===== src/common/catcore_defs.svh =====
`ifndef CATCORE_DEFS_SVH
`define CATCORE_DEFS_SVH

// Frame and instruction sizes in bytes
`define CC_FRAME_BYTES 18
`define CC_INSTR_BYTES 16

// Queued privileged instructions
`define CC_FIFO_DEPTH 4

// LED bank and status register width
`define CC_LED_W 8

// PWM on and total count width
`define CC_PWM_W 8

// XOR key for privileged instructions, 16 ASCII characters
`define CC_ADMIN_KEY "purr_and_pounce!"

// Override control characters in LED instructions
`define CC_CH_FULL 8'h41
`define CC_CH_OFF 8'h42

// Restores every status bit
`define CC_CH_RESET 8'h60

`endif

===== src/common/catcore_pkg.sv =====
`include "catcore_defs.svh"

package catcore_pkg;

    // Command character in byte 0 of a receive frame
    typedef enum logic [7:0] {
        RX_STATUS = 8'h41,
        RX_PRIV   = 8'h44
    } rx_cmd_e;

    // Opcode in byte 0 of a decrypted instruction
    typedef enum logic [7:0] {
        OP_HELLO = 8'h40,
        OP_LED   = 8'h42,
        OP_MEM   = 8'h43
    } opcode_e;

    typedef enum logic [1:0] {
        ST_IDLE   = 2'd0,
        ST_DECODE = 2'd1,
        ST_RUN    = 2'd2
    } exec_state_e;

    // Byte k sits at bits 8k+7:8k
    typedef struct packed {
        logic [`CC_FRAME_BYTES*8-1:0] data;
    } rx_frame_t;

    typedef struct packed {
        logic                 override_en;
        logic [`CC_LED_W-1:0] led_value;
        logic [`CC_PWM_W-1:0] pwm_on;
        logic [`CC_PWM_W-1:0] pwm_total;
    } led_cfg_t;

    // Reply text, first character in the top byte
    typedef struct packed {
        logic [`CC_INSTR_BYTES*8-1:0] text;
    } tx_reply_t;

endpackage


===== src/catcore/cat_core_top.sv =====
`timescale 1ns/1ps
`include "catcore_defs.svh"

module cat_core_top (
    input  logic                   clk,
    input  logic                   rst_n,
    input  logic                   rx_valid,
    input  catcore_pkg::rx_frame_t rx_frame,
    output logic                   tx_send,
    output catcore_pkg::tx_reply_t tx_data,
    output logic [`CC_LED_W-1:0]   led
);

    logic                         push;
    logic [`CC_INSTR_BYTES*8-1:0] push_instr;
    logic [`CC_LED_W-1:0]         status;
    logic                         pop;
    logic                         empty;
    logic [`CC_INSTR_BYTES*8-1:0] head;
    catcore_pkg::led_cfg_t        led_cfg;

    frame_decoder i_frame_decoder (
        .clk        (clk),
        .rst_n      (rst_n),
        .rx_valid   (rx_valid),
        .rx_frame   (rx_frame),
        .push       (push),
        .push_instr (push_instr),
        .status     (status)
    );

    instr_fifo #(
        .depth (`CC_FIFO_DEPTH)
    ) i_instr_fifo (
        .clk        (clk),
        .rst_n      (rst_n),
        .push       (push),
        .push_instr (push_instr),
        .pop        (pop),
        .head       (head),
        .empty      (empty)
    );

    hyper_executor i_hyper_executor (
        .clk     (clk),
        .rst_n   (rst_n),
        .empty   (empty),
        .head    (head),
        .pop     (pop),
        .tx_send (tx_send),
        .tx_data (tx_data),
        .led_cfg (led_cfg)
    );

    led_drive i_led_drive (
        .clk     (clk),
        .rst_n   (rst_n),
        .led_cfg (led_cfg),
        .status  (status),
        .led     (led)
    );

endmodule


===== src/logic/led_drive.sv =====
`timescale 1ns/1ps
`include "catcore_defs.svh"

module led_drive (
    input  logic                  clk,
    input  logic                  rst_n,
    input  catcore_pkg::led_cfg_t led_cfg,
    input  logic [`CC_LED_W-1:0]  status,
    output logic [`CC_LED_W-1:0]  led
);

    logic [`CC_PWM_W-1:0] pwm_cnt;
    logic                 pwm_gate;

    // Counter covers 0 to pwm_total, so a period is pwm_total + 1 cycles
    always_ff @(posedge clk or negedge rst_n) begin
        if (!rst_n) begin
            pwm_cnt  <= '0;
            pwm_gate <= 1'b0;
        end else begin
            if (pwm_cnt >= led_cfg.pwm_total) begin
                pwm_cnt <= '0;
            end else begin
                pwm_cnt <= pwm_cnt + 1'b1;
            end
            pwm_gate <= (pwm_cnt < led_cfg.pwm_on);
        end
    end

    // Status LEDs are active low in the register
    always_comb begin
        if (led_cfg.override_en) begin
            led = led_cfg.led_value & {`CC_LED_W{pwm_gate}};
        end else begin
            led = ~status;
        end
    end

endmodule


===== src/catcore/hyper_executor.sv =====
`timescale 1ns/1ps
`include "catcore_defs.svh"

module hyper_executor (
    input  logic                         clk,
    input  logic                         rst_n,
    input  logic                         empty,
    input  logic [`CC_INSTR_BYTES*8-1:0] head,
    output logic                         pop,
    output logic                         tx_send,
    output catcore_pkg::tx_reply_t       tx_data,
    output catcore_pkg::led_cfg_t        led_cfg
);

    localparam logic [127:0] txt_hello   = "meow from core!!";
    localparam logic [127:0] txt_led_set = "led set";
    localparam logic [127:0] txt_invalid = "invalid instruct";

    // Key table constants for the low slots
    localparam logic [127:0] key_slot_0 = "tabby.key.slot.0";
    localparam logic [127:0] key_slot_1 = "calico.keyslot.1";
    localparam logic [127:0] key_slot_2 = "siamese.slot.two";
    localparam logic [127:0] key_slot_3 = "manx.slot.three";

    catcore_pkg::exec_state_e     state;
    logic [`CC_INSTR_BYTES*8-1:0] instr_raw;
    logic [`CC_INSTR_BYTES*8-1:0] instr_dec;
    catcore_pkg::opcode_e         opcode;
    logic                         frame_ok;
    logic [3:0]                   key_addr;
    logic [127:0]                 key_entry;

    // Take the head as soon as it shows up in idle
    assign pop = (state == catcore_pkg::ST_IDLE) && !empty;

    assign opcode   = catcore_pkg::opcode_e'(instr_dec[7:0]);
    assign frame_ok = (instr_dec[127:120] == instr_dec[7:0]);
    assign key_addr = instr_dec[115:112];

    always_comb begin
        case (key_addr)
            4'd0:    key_entry = key_slot_0;
            4'd1:    key_entry = key_slot_1;
            4'd2:    key_entry = key_slot_2;
            4'd3:    key_entry = key_slot_3;
            4'd10:   key_entry = `CC_ADMIN_KEY;
            4'd15:   key_entry = `CC_ADMIN_KEY;
            default: key_entry = '0;
        endcase
    end

    always_ff @(posedge clk or negedge rst_n) begin
        if (!rst_n) begin
            state   <= catcore_pkg::ST_IDLE;
            tx_send <= 1'b0;
            tx_data <= '0;
            led_cfg <= '0;
        end else begin
            tx_send <= 1'b0;
            case (state)
                catcore_pkg::ST_IDLE: begin
                    if (!empty) begin
                        state <= catcore_pkg::ST_DECODE;
                    end
                end
                catcore_pkg::ST_DECODE: begin
                    state <= catcore_pkg::ST_RUN;
                end
                catcore_pkg::ST_RUN: begin
                    state <= catcore_pkg::ST_IDLE;
                    // Mismatched first and last bytes mean a bad key, stay silent
                    if (frame_ok) begin
                        tx_send <= 1'b1;
                        case (opcode)
                            catcore_pkg::OP_HELLO: begin
                                tx_data.text <= txt_hello;
                            end
                            catcore_pkg::OP_LED: begin
                                if (instr_dec[119:112] == `CC_CH_FULL) begin
                                    led_cfg.override_en <= 1'b1;
                                end else if (instr_dec[119:112] == `CC_CH_OFF) begin
                                    led_cfg.override_en <= 1'b0;
                                end
                                led_cfg.led_value <= instr_dec[111:104];
                                led_cfg.pwm_on    <= instr_dec[103:96];
                                led_cfg.pwm_total <= instr_dec[95:88];
                                tx_data.text      <= txt_led_set;
                            end
                            catcore_pkg::OP_MEM: begin
                                tx_data.text <= key_entry;
                            end
                            default: begin
                                tx_data.text <= txt_invalid;
                            end
                        endcase
                    end
                end
                default: begin
                    state <= catcore_pkg::ST_IDLE;
                end
            endcase
        end
    end

    // Instruction payload stages
    always_ff @(posedge clk) begin
        if (pop) begin
            instr_raw <= head;
        end
        if (state == catcore_pkg::ST_DECODE) begin
            instr_dec <= instr_raw ^ `CC_ADMIN_KEY;
        end
    end

endmodule


===== src/catcore/instr_fifo.sv =====
`timescale 1ns/1ps
`include "catcore_defs.svh"

module instr_fifo #(
    parameter int depth = `CC_FIFO_DEPTH
) (
    input  logic                         clk,
    input  logic                         rst_n,
    input  logic                         push,
    input  logic [`CC_INSTR_BYTES*8-1:0] push_instr,
    input  logic                         pop,
    output logic [`CC_INSTR_BYTES*8-1:0] head,
    output logic                         empty
);

    localparam int aw = (depth > 1) ? $clog2(depth) : 1;
    // Pointers wrap after this entry
    localparam logic [aw-1:0] last_slot = aw'(depth - 1);

    logic [`CC_INSTR_BYTES*8-1:0] mem [depth];
    logic [aw-1:0]                wr_ptr;
    logic [aw-1:0]                rd_ptr;
    logic [aw:0]                  count;
    logic                         full;
    logic                         do_push;
    logic                         do_pop;

    assign empty   = (count == '0);
    assign full    = (count == depth[aw:0]);
    // Pushes into a full queue are dropped
    assign do_push = push && !full;
    assign do_pop  = pop && !empty;
    assign head    = mem[rd_ptr];

    always_ff @(posedge clk or negedge rst_n) begin
        if (!rst_n) begin
            wr_ptr <= '0;
            rd_ptr <= '0;
            count  <= '0;
        end else begin
            if (do_push) begin
                wr_ptr <= (wr_ptr == last_slot) ? '0 : wr_ptr + 1'b1;
            end
            if (do_pop) begin
                rd_ptr <= (rd_ptr == last_slot) ? '0 : rd_ptr + 1'b1;
            end
            // Simultaneous push and pop leave the count unchanged
            if (do_push && !do_pop) begin
                count <= count + 1'b1;
            end else if (do_pop && !do_push) begin
                count <= count - 1'b1;
            end
        end
    end

    always_ff @(posedge clk) begin
        if (do_push) begin
            mem[wr_ptr] <= push_instr;
        end
    end

endmodule


===== src/catcore/frame_decoder.sv =====
`timescale 1ns/1ps
`include "catcore_defs.svh"

module frame_decoder (
    input  logic                         clk,
    input  logic                         rst_n,
    input  logic                         rx_valid,
    input  catcore_pkg::rx_frame_t       rx_frame,
    output logic                         push,
    output logic [`CC_INSTR_BYTES*8-1:0] push_instr,
    output logic [`CC_LED_W-1:0]         status
);

    // Status letters that clear a bit, "A" is bit 0
    localparam logic [7:0] first_letter = 8'h41;
    localparam logic [7:0] last_letter  = 8'h48;

    catcore_pkg::rx_cmd_e cmd;
    logic [7:0]           arg_byte;
    logic [7:0]           letter_off;
    logic                 status_end_ok;
    logic                 priv_end_ok;

    assign cmd        = catcore_pkg::rx_cmd_e'(rx_frame.data[7:0]);
    assign arg_byte   = rx_frame.data[15:8];
    assign letter_off = arg_byte - first_letter;

    // End byte must repeat the command character
    assign status_end_ok = (rx_frame.data[23:16] == rx_frame.data[7:0]);
    assign priv_end_ok   = (rx_frame.data[8*(`CC_FRAME_BYTES-1) +: 8] == rx_frame.data[7:0]);

    always_ff @(posedge clk or negedge rst_n) begin
        if (!rst_n) begin
            push   <= 1'b0;
            status <= '1;
        end else begin
            push <= 1'b0;
            if (rx_valid) begin
                case (cmd)
                    catcore_pkg::RX_STATUS: begin
                        if (status_end_ok) begin
                            if (arg_byte >= first_letter && arg_byte <= last_letter) begin
                                status[letter_off[2:0]] <= 1'b0;
                            end
                            if (arg_byte == `CC_CH_RESET) begin
                                status <= '1;
                            end
                        end
                    end
                    catcore_pkg::RX_PRIV: begin
                        if (priv_end_ok) begin
                            push <= 1'b1;
                        end
                    end
                    default: begin
                    end
                endcase
            end
        end
    end

    // Instruction payload is bytes 1 to 16, qualified by push
    always_ff @(posedge clk) begin
        if (rx_valid && cmd == catcore_pkg::RX_PRIV && priv_end_ok) begin
            push_instr <= rx_frame.data[8 +: `CC_INSTR_BYTES*8];
        end
    end

endmodule


===== config.mk =====
export PLATFORM = sky130hd
export DESIGN_NAME = cat_core_top
export DESIGN_NICKNAME = d
export VERILOG_FILES = /design/src/common/catcore_pkg.sv /design/src/catcore/cat_core_top.sv /design/src/logic/led_drive.sv /design/src/catcore/hyper_executor.sv /design/src/catcore/instr_fifo.sv /design/src/catcore/frame_decoder.sv
export VERILOG_INCLUDE_DIRS = /design/src /design/src/common
export SDC_FILE = /design/constraint.sdc
export NUM_CORES = 1
export LEC_CHECK = 0
export BUFFER_PORTS_ARGS = -buffer_cell sky130_fd_sc_hd__buf_4
export CORE_MARGIN = 3
export CORE_UTILIZATION = 61
export CTS_CLUSTER_DIAMETER = 100
export DETAILED_ROUTE_END_ITERATION = 7
export GPL_ROUTABILITY_DRIVEN = 0
export PLACE_DENSITY = 0.92
export SETUP_SLACK_MARGIN = 0.1
export SYNTH_ARGS = -nofsm -noshare
export SYNTH_HDL_FRONTEND = slang
export SYNTH_SLANG_ARGS = --single-unit
export TNS_END_PERCENT = 30

===== constraint.sdc =====
create_clock -name clk -period 13.4 [get_ports clk]
set_input_delay 2.01 -clock clk [delete_from_list [all_inputs] [get_ports clk]]
set_output_delay 2.01 -clock clk [all_outputs]
set_load 0.03 [all_outputs]

==> impl_results.md, run 1 <==
* Core Footprint at a little under 0.03 mm²
* R2R setup slack at 10280 ps
* Leakage at ~0.0082 µW
* I/O pin count at between 200 and 300
* Crit path launch: i_hyper_executor.led_cfg[24]
* First-pass GRT wire length at 59300 µm
* Clock Latency Late Sink at approximately 540 ps
* Worst endpoint required time at 11390 ps
* Worst Setup End Kind: output pin
* Diodes inserted at 0
* CP max FO at 11
* Pre-antenna DRT Iters at 5
* Combinational power share at a little over a fifth
* Routed Antenna Nets at 0
* Actual slew at the worst max-slew pin at 1260 ps
* Mean post-synth cell area at around 16 µm²
* DR vias/cell at between 5 and 6
* Yosys reg bits at 460
* DPL Wire Length at approximately 23000 µm
* Initial antenna violation count at 0
* Pin count of the biggest net entering global routing at 84
* Reg power frac at between 40% and 50%
* Pwr dens at between 150 and 200 mW/mm²
* Crit path max-delay family: flip-flops
* Switching share of power at between 20 and 30%
* Share of cells above drive strength 1 at 28.6%
* Min-delay src: i_hyper_executor.instr_raw[4]
* Slowest cell on the critical path: dfrtp_1
* Vias in the first global route at ~10000
* Gr ovfl total at 0
* Max Slew Vio Count at 0
* Max H-tree Level at 2
* Hold_buf cts at 0
* CP Cell Sequence: and2_1, nand2_1, o21ai_0, buf_4
* DR iter-0 viols at 1208
* Hold WS at roughly 420 ps
* Post-synthesis sequential area ratio at roughly three quarters
* Status: complete, no violations
* Post-CTS sizing at 0
* Post-synth EDFFs at between 300 and 400
* Hold Fails Final Rpt at 0
* Synth async-reset ratio at a little over a quarter
* Max cap viols at 0
* Commonest non-fill, non-tap cell in the layout: edfxtp_1
* Most frequent cells in the layout: edfxtp_1 (336), buf_4 (206), dfrtp_1 (114)
* Total GRT Usage at between 20% and 30%
* CTS max path bufs at 3
* FF-to-FF Start: i_hyper_executor.instr_dec[2]
* CTS Buf Count at 44
* Critical path type: reg2out
* Root buf cell: clkbuf_16
* Routed length per instance at roughly 23 µm
* Buffer and inverter count on the worst path at 1
* Worst vdd ir at between 0.1 and 0.15 mV
* Design Power at 4160 µW
* TritonCTS clock tree: built
* WL final at roughly 39000 µm
* Setup Buffers After CTS at 0
* Switching pwr at between 1000 and 1500 µW
* RSZ-0062 raised after global routing: no
* FMAX at between 200 and 250 MHz
* Setup TNS at 0 ps
* Predominant post-synthesis flop cell: edfxtp_1
* Clock share of power at between 30 and 40%
* Clk_skew at 12.6 ps
* Slew margin rel. at 15.6%
* Final period utilization at between 30% and 40%
* IO Port Bufs at around 190
* Max stage delay on crit path at between 500 and 600 ps
* Area delta synth->final at 16.7%
* Final min period at approximately 4200 ps
* Final Setup Violations at 0
* Die ar. at between 0.03 and 0.04 mm²
* # DRC at 0
* Yosys warns at 0
* CP startpoint kind: register
* Die span in y at approximately 180 µm
* Starting Density at 62.2%
* CP Data Arrival Time at roughly 2200 ps
* PnR worst setup slack at 9180 ps
* Vias at about 10000
* Fin nets at about 1400
* Setup WS pre-CTS at 9000 ps
* CTS sink cnt at 460
* Clock transition at path regs at around 60 ps
* Pint at 2950 µW
* Worst min-delay path category: reg2reg
* Die W at approximately 180 µm
* FP Rows at between 60 and 70
* Post-synthesis cell count at about 1100
* Post-Syn Area at 0.0180 mm²
* Synth unique cells at 56
==> worst reg2reg max path: cells and delay by family, from the launching register on <==
| kind | cells | cell delay [ps] |
|---|---|---|
| AOI/OAI and AO/OA | 2 | 540 |
| DFF | 1 | 420 |
| and+or+nand+nor | 3 | 2090 |
==> power by group through the flow <==
stage	clock network [µW]	logic [µW]	registers, µW
after global placement	0	858	1980
final	1280	897	1980
after floorplan	0	562	2050
after global routing	1350	959	2000
after CTS	1300	904	1980
after detailed placement	0	890	2000
==> stage by stage <==
| step | utilization (%) | cells | area, µm² |
|---|---|---|---|
| floorplan | - | 1115 | 18000 |
| global placement | 67.4 | 1604 | 19400 |
| detailed placement | 67.4 | 1604 | 19400 |
| CTS | 72.6 | 1686 | 21000 |
| global route | 72.6 | 1686 | 21000 |
| finish | 72.6 | 1686 | 21000 |
==> state kept, by name, summed over array words and instances, names as in the netlist <==
signal / flops
i_frame_decoder.push: 1
i_frame_decoder.push_instr: 48
i_frame_decoder.status: 8
i_hyper_executor.instr_dec: 48
i_hyper_executor.instr_raw: 48
i_hyper_executor.led_cfg: 25
i_hyper_executor.state: 2
i_hyper_executor.tx_data: 71
i_hyper_executor.tx_send: 1
i_instr_fifo.count: 3
i_instr_fifo.mem: 192
i_instr_fifo.rd_ptr: 2
i_instr_fifo.wr_ptr: 2
i_led_drive.pwm_cnt: 8
i_led_drive.pwm_gate: 1
==> cells by family after synthesis <==
group                    synth area share [%]
AO/OA/AOI/OAI                            5.12
XOR/XNOR                                 1.37
adder cells (fa/ha/maj)                  1.85
buffers and inverters                    4.62
flip-flops                               73.5
multiplexers                             8.24
other                                  0.0209
AND/OR/NAND/NOR                          5.25
==> cells in the mapped netlist (8+ instances only) <==
library cell	count	share of area, %
a21oi_1	37	1.0
xnor2_1	9	0.44
nand2_1	68	1.4
dfrtp_1	116	16
mux2_2	10	0.63
nand3_1	11	0.31
nor3_1	8	0.22
a31oi_1	26	0.91
o21a_1	8	0.33
clkbuf_1	32	0.67
edfxtp_1	336	56
buf_1	8	0.17
mux4_2	48	6.0
xor2_1	19	0.93
inv_1	52	1.1
mux2_4	19	1.6
buf_4	57	2.4
o31ai_1	12	0.50
nor2_1	62	1.3
ha_1	25	1.7
dfstp_2	8	1.2
o21ai_0	49	1.4
==> per-layer routing <==
metal / up-vias / global-route usage (%) / wire, µm
met5: - / 0 / 0
li1: 4353 / - / -
met4: 0 / 10.6 / 1630
met3: 129 / 3.98 / 3190
met2: 635 / 43.3 / 20000
met1: 4968 / 31.8 / 14200
==> cell type report <==
cell class | count | area [µm²]
clock buffers | 60 | 1210
clock inverters | 22 | 300
fillers | 1643 | 7910
inverters | 52 | 195
multi-input cells | 502 | 4010
flip-flops and latches | 460 | 13200
well taps | 384 | 480
repair buffers | 206 | 1550
==> worst paths after layout <==
path / to / depth (start not counted)
min reg2reg: i_hyper_executor.instr_dec[4] / 0
min in group asynchronous: i_hyper_executor.tx_data[72] / 1
max: led[2] / 4
max in group asynchronous: i_frame_decoder.push / 2
min: i_hyper_executor.instr_dec[4] / 0
max reg2reg: i_hyper_executor.tx_data[4] / 5
Note: power is estimated with default switching activity, not from simulation.
==> run 2, diff against run 1 <==
- CORE_UTILIZATION: 61 -> 56
- PLACE_DENSITY: 0.92 -> 0.86
- clock period: 13.4 -> 3.9 ns (I/O delays scaled with it)
==> impl_results.md, run 2 (synthesis results as in run 1) <==
* Initial antenna violation count at 0
* Setup TNS at 0 ps
* Max H-tree Level at 2
* First-pass GRT wire length at ~58000 µm
* Post-Layout Cell Count at approximately 1700
* I/O pin count at roughly 280
* Die span in y at 185 µm
* Worst vdd ir at 0.475 mV
* Vias at between 9000 and 10000
* Die W at about 190 µm
* Routed Antenna Nets at 0
* Final period utilization at between 70% and 80%
* Actual slew at the worst max-slew pin at just over 1000 ps
* Core Footprint at approximately 0.031 mm²
* CP dominant cell by count: or4_1
* Gr ovfl total at 0
* Fin nets at ~1400
* Max reg flops at 192
* Largest regs: i_instr_fifo.mem: 192 flops, i_hyper_executor.tx_data: 71 flops
* Slowest cell on the critical path: or4_1
* WL final at about 38000 µm
* Max stage delay on crit path at around 740 ps
* Setup Buffers After CTS at 0
* Root buf cell: clkbuf_16
* CTS max path bufs at 3
* Diodes inserted at 0
* Worst endpoint required time at 4300 ps
* CP Cell Sequence: xor2_1, or4_1, or4_1, buf_4, nand2_1, o21ai_0
* Commonest non-fill, non-tap cell in the layout: edfxtp_1
* RSZ-0062 raised after global routing: no
* Max cap viols at 0
* # DRC at 0
* Slew margin rel. at roughly 32%
* CP max FO at 22
* Worst min-delay path category: in2async
* TritonCTS clock tree: built
* Pre-antenna DRT Iters at 5
* Hold_buf cts at 0
* Starting Density at around 58%
* DR iter-0 viols at ~1000
* DPL Wire Length at about 24000 µm
* DR vias/cell at 5.79
* DP Cell Count at roughly 1600
* Pin count of the biggest net entering global routing at about 70
* Fillcell total at ~1900
* Clock transition at path regs at around 60 ps
* Most frequent cells in the layout: edfxtp_1 (336), buf_4 (213), dfrtp_1 (114)
* Hold Fails Final Rpt at 0
* CTS sink cnt at 460
* Final Setup Violations at 0
* FP Rows at 64
* Vias in the first global route at between 9000 and 10000
* CP Data Arrival Time at around 3200 ps
* Critical path type: reg2reg
* FMAX at 358 MHz
* Routed length per instance at 22.2 µm
* Final min period at between 2000 and 3000 ps
* Max Slew Vio Count at 0
* Share of cells above drive strength 1 at around 29%
* Status: complete, no violations
* Worst Setup End Kind: register
* Clk_skew at around 21 ps
* IO Port Bufs at 193
* CP startpoint kind: register
* Die ar. at about 0.034 mm²
* Post-CTS sizing at 0
* Area delta synth->final at 17.0%
* Clock Latency Late Sink at approximately 550 ps
* CTS Buf Count at 43
* Total GRT Usage at between 20% and 30%
* Top reg by flops: i_instr_fifo.mem
* Leakage at around 0.008 µW
* Final core occ at 67.6%
* Pwr dens at roughly 670 mW/mm²
[run 2: where the power goes]
group	switching [µW]	internal, µW	leakage [µW]
Combinational	1800	1230	0.00276
Sequential	621	6260	0.00475
Clock	1750	2440	0.000678
Total	4170	9920	0.00819
[run 2: cell type report]
class	instances	area (µm²)	share of cell area [%]
sequential	460	13200	62.9
clock buffer	56	1160	5.51
tap	396	495	2.36
multi-input combinational	502	4030	19.2
clock inverter	23	262	1.25
inverter	52	195	0.930
timing repair buffer	216	1660	7.90
[run 2: routing by layer]
| layer | GRT usage (%) | wire length, µm | vias to the layer above |
|---|---|---|---|
| met5 | 0 | 0 | - |
| met4 | 8.28 | 1200 | 0 |
| met3 | 4.08 | 2530 | 80 |
| met2 | 37.8 | 19300 | 483 |
| met1 | 29.1 | 14900 | 4943 |
| li1 | - | - | 4363 |
[run 2: final timing paths]
kind | slack (ps) | to | start | depth (start not counted)
max reg2reg | 1110 | i_hyper_executor.tx_data[72] | i_hyper_executor.instr_dec[0] | 6
min in group clk | 210 | i_frame_decoder.push_instr[120] | rx_frame[128] | 1
max | 1110 | i_hyper_executor.tx_data[72] | i_hyper_executor.instr_dec[0] | 6
min | 110 | i_hyper_executor.tx_data[51] | rst_n | 1
max in group asynchronous | 3010 | i_hyper_executor.tx_data[57] | rst_n | 2
min reg2reg | 420 | i_hyper_executor.instr_dec[6] | i_hyper_executor.instr_raw[6] | 0
[run 2: stage by stage]
step	setup WS (ps)	total power, µW	cell area (µm²)	hold slack (ps)
2_1_floorplan	190	8950	18000	289
3_3_place_gp	1110	9830	19600	402
3_5_place_dp	1060	9970	19600	405
4_1_cts	1110	14200	21000	129
5_1_grt	974	14600	21000	147
6_report	1110	14100	21000	112
[run 2: critical path, delay by kind of cell, from the launching register on]
kind | cells | cell delay (ps)
AOI/OAI and AO/OA | 1 | 100
xor gates and xnor gates | 1 | 250
buffers and inverters | 1 | 340
DFF | 1 | 590
and+or+nand+nor | 3 | 1360
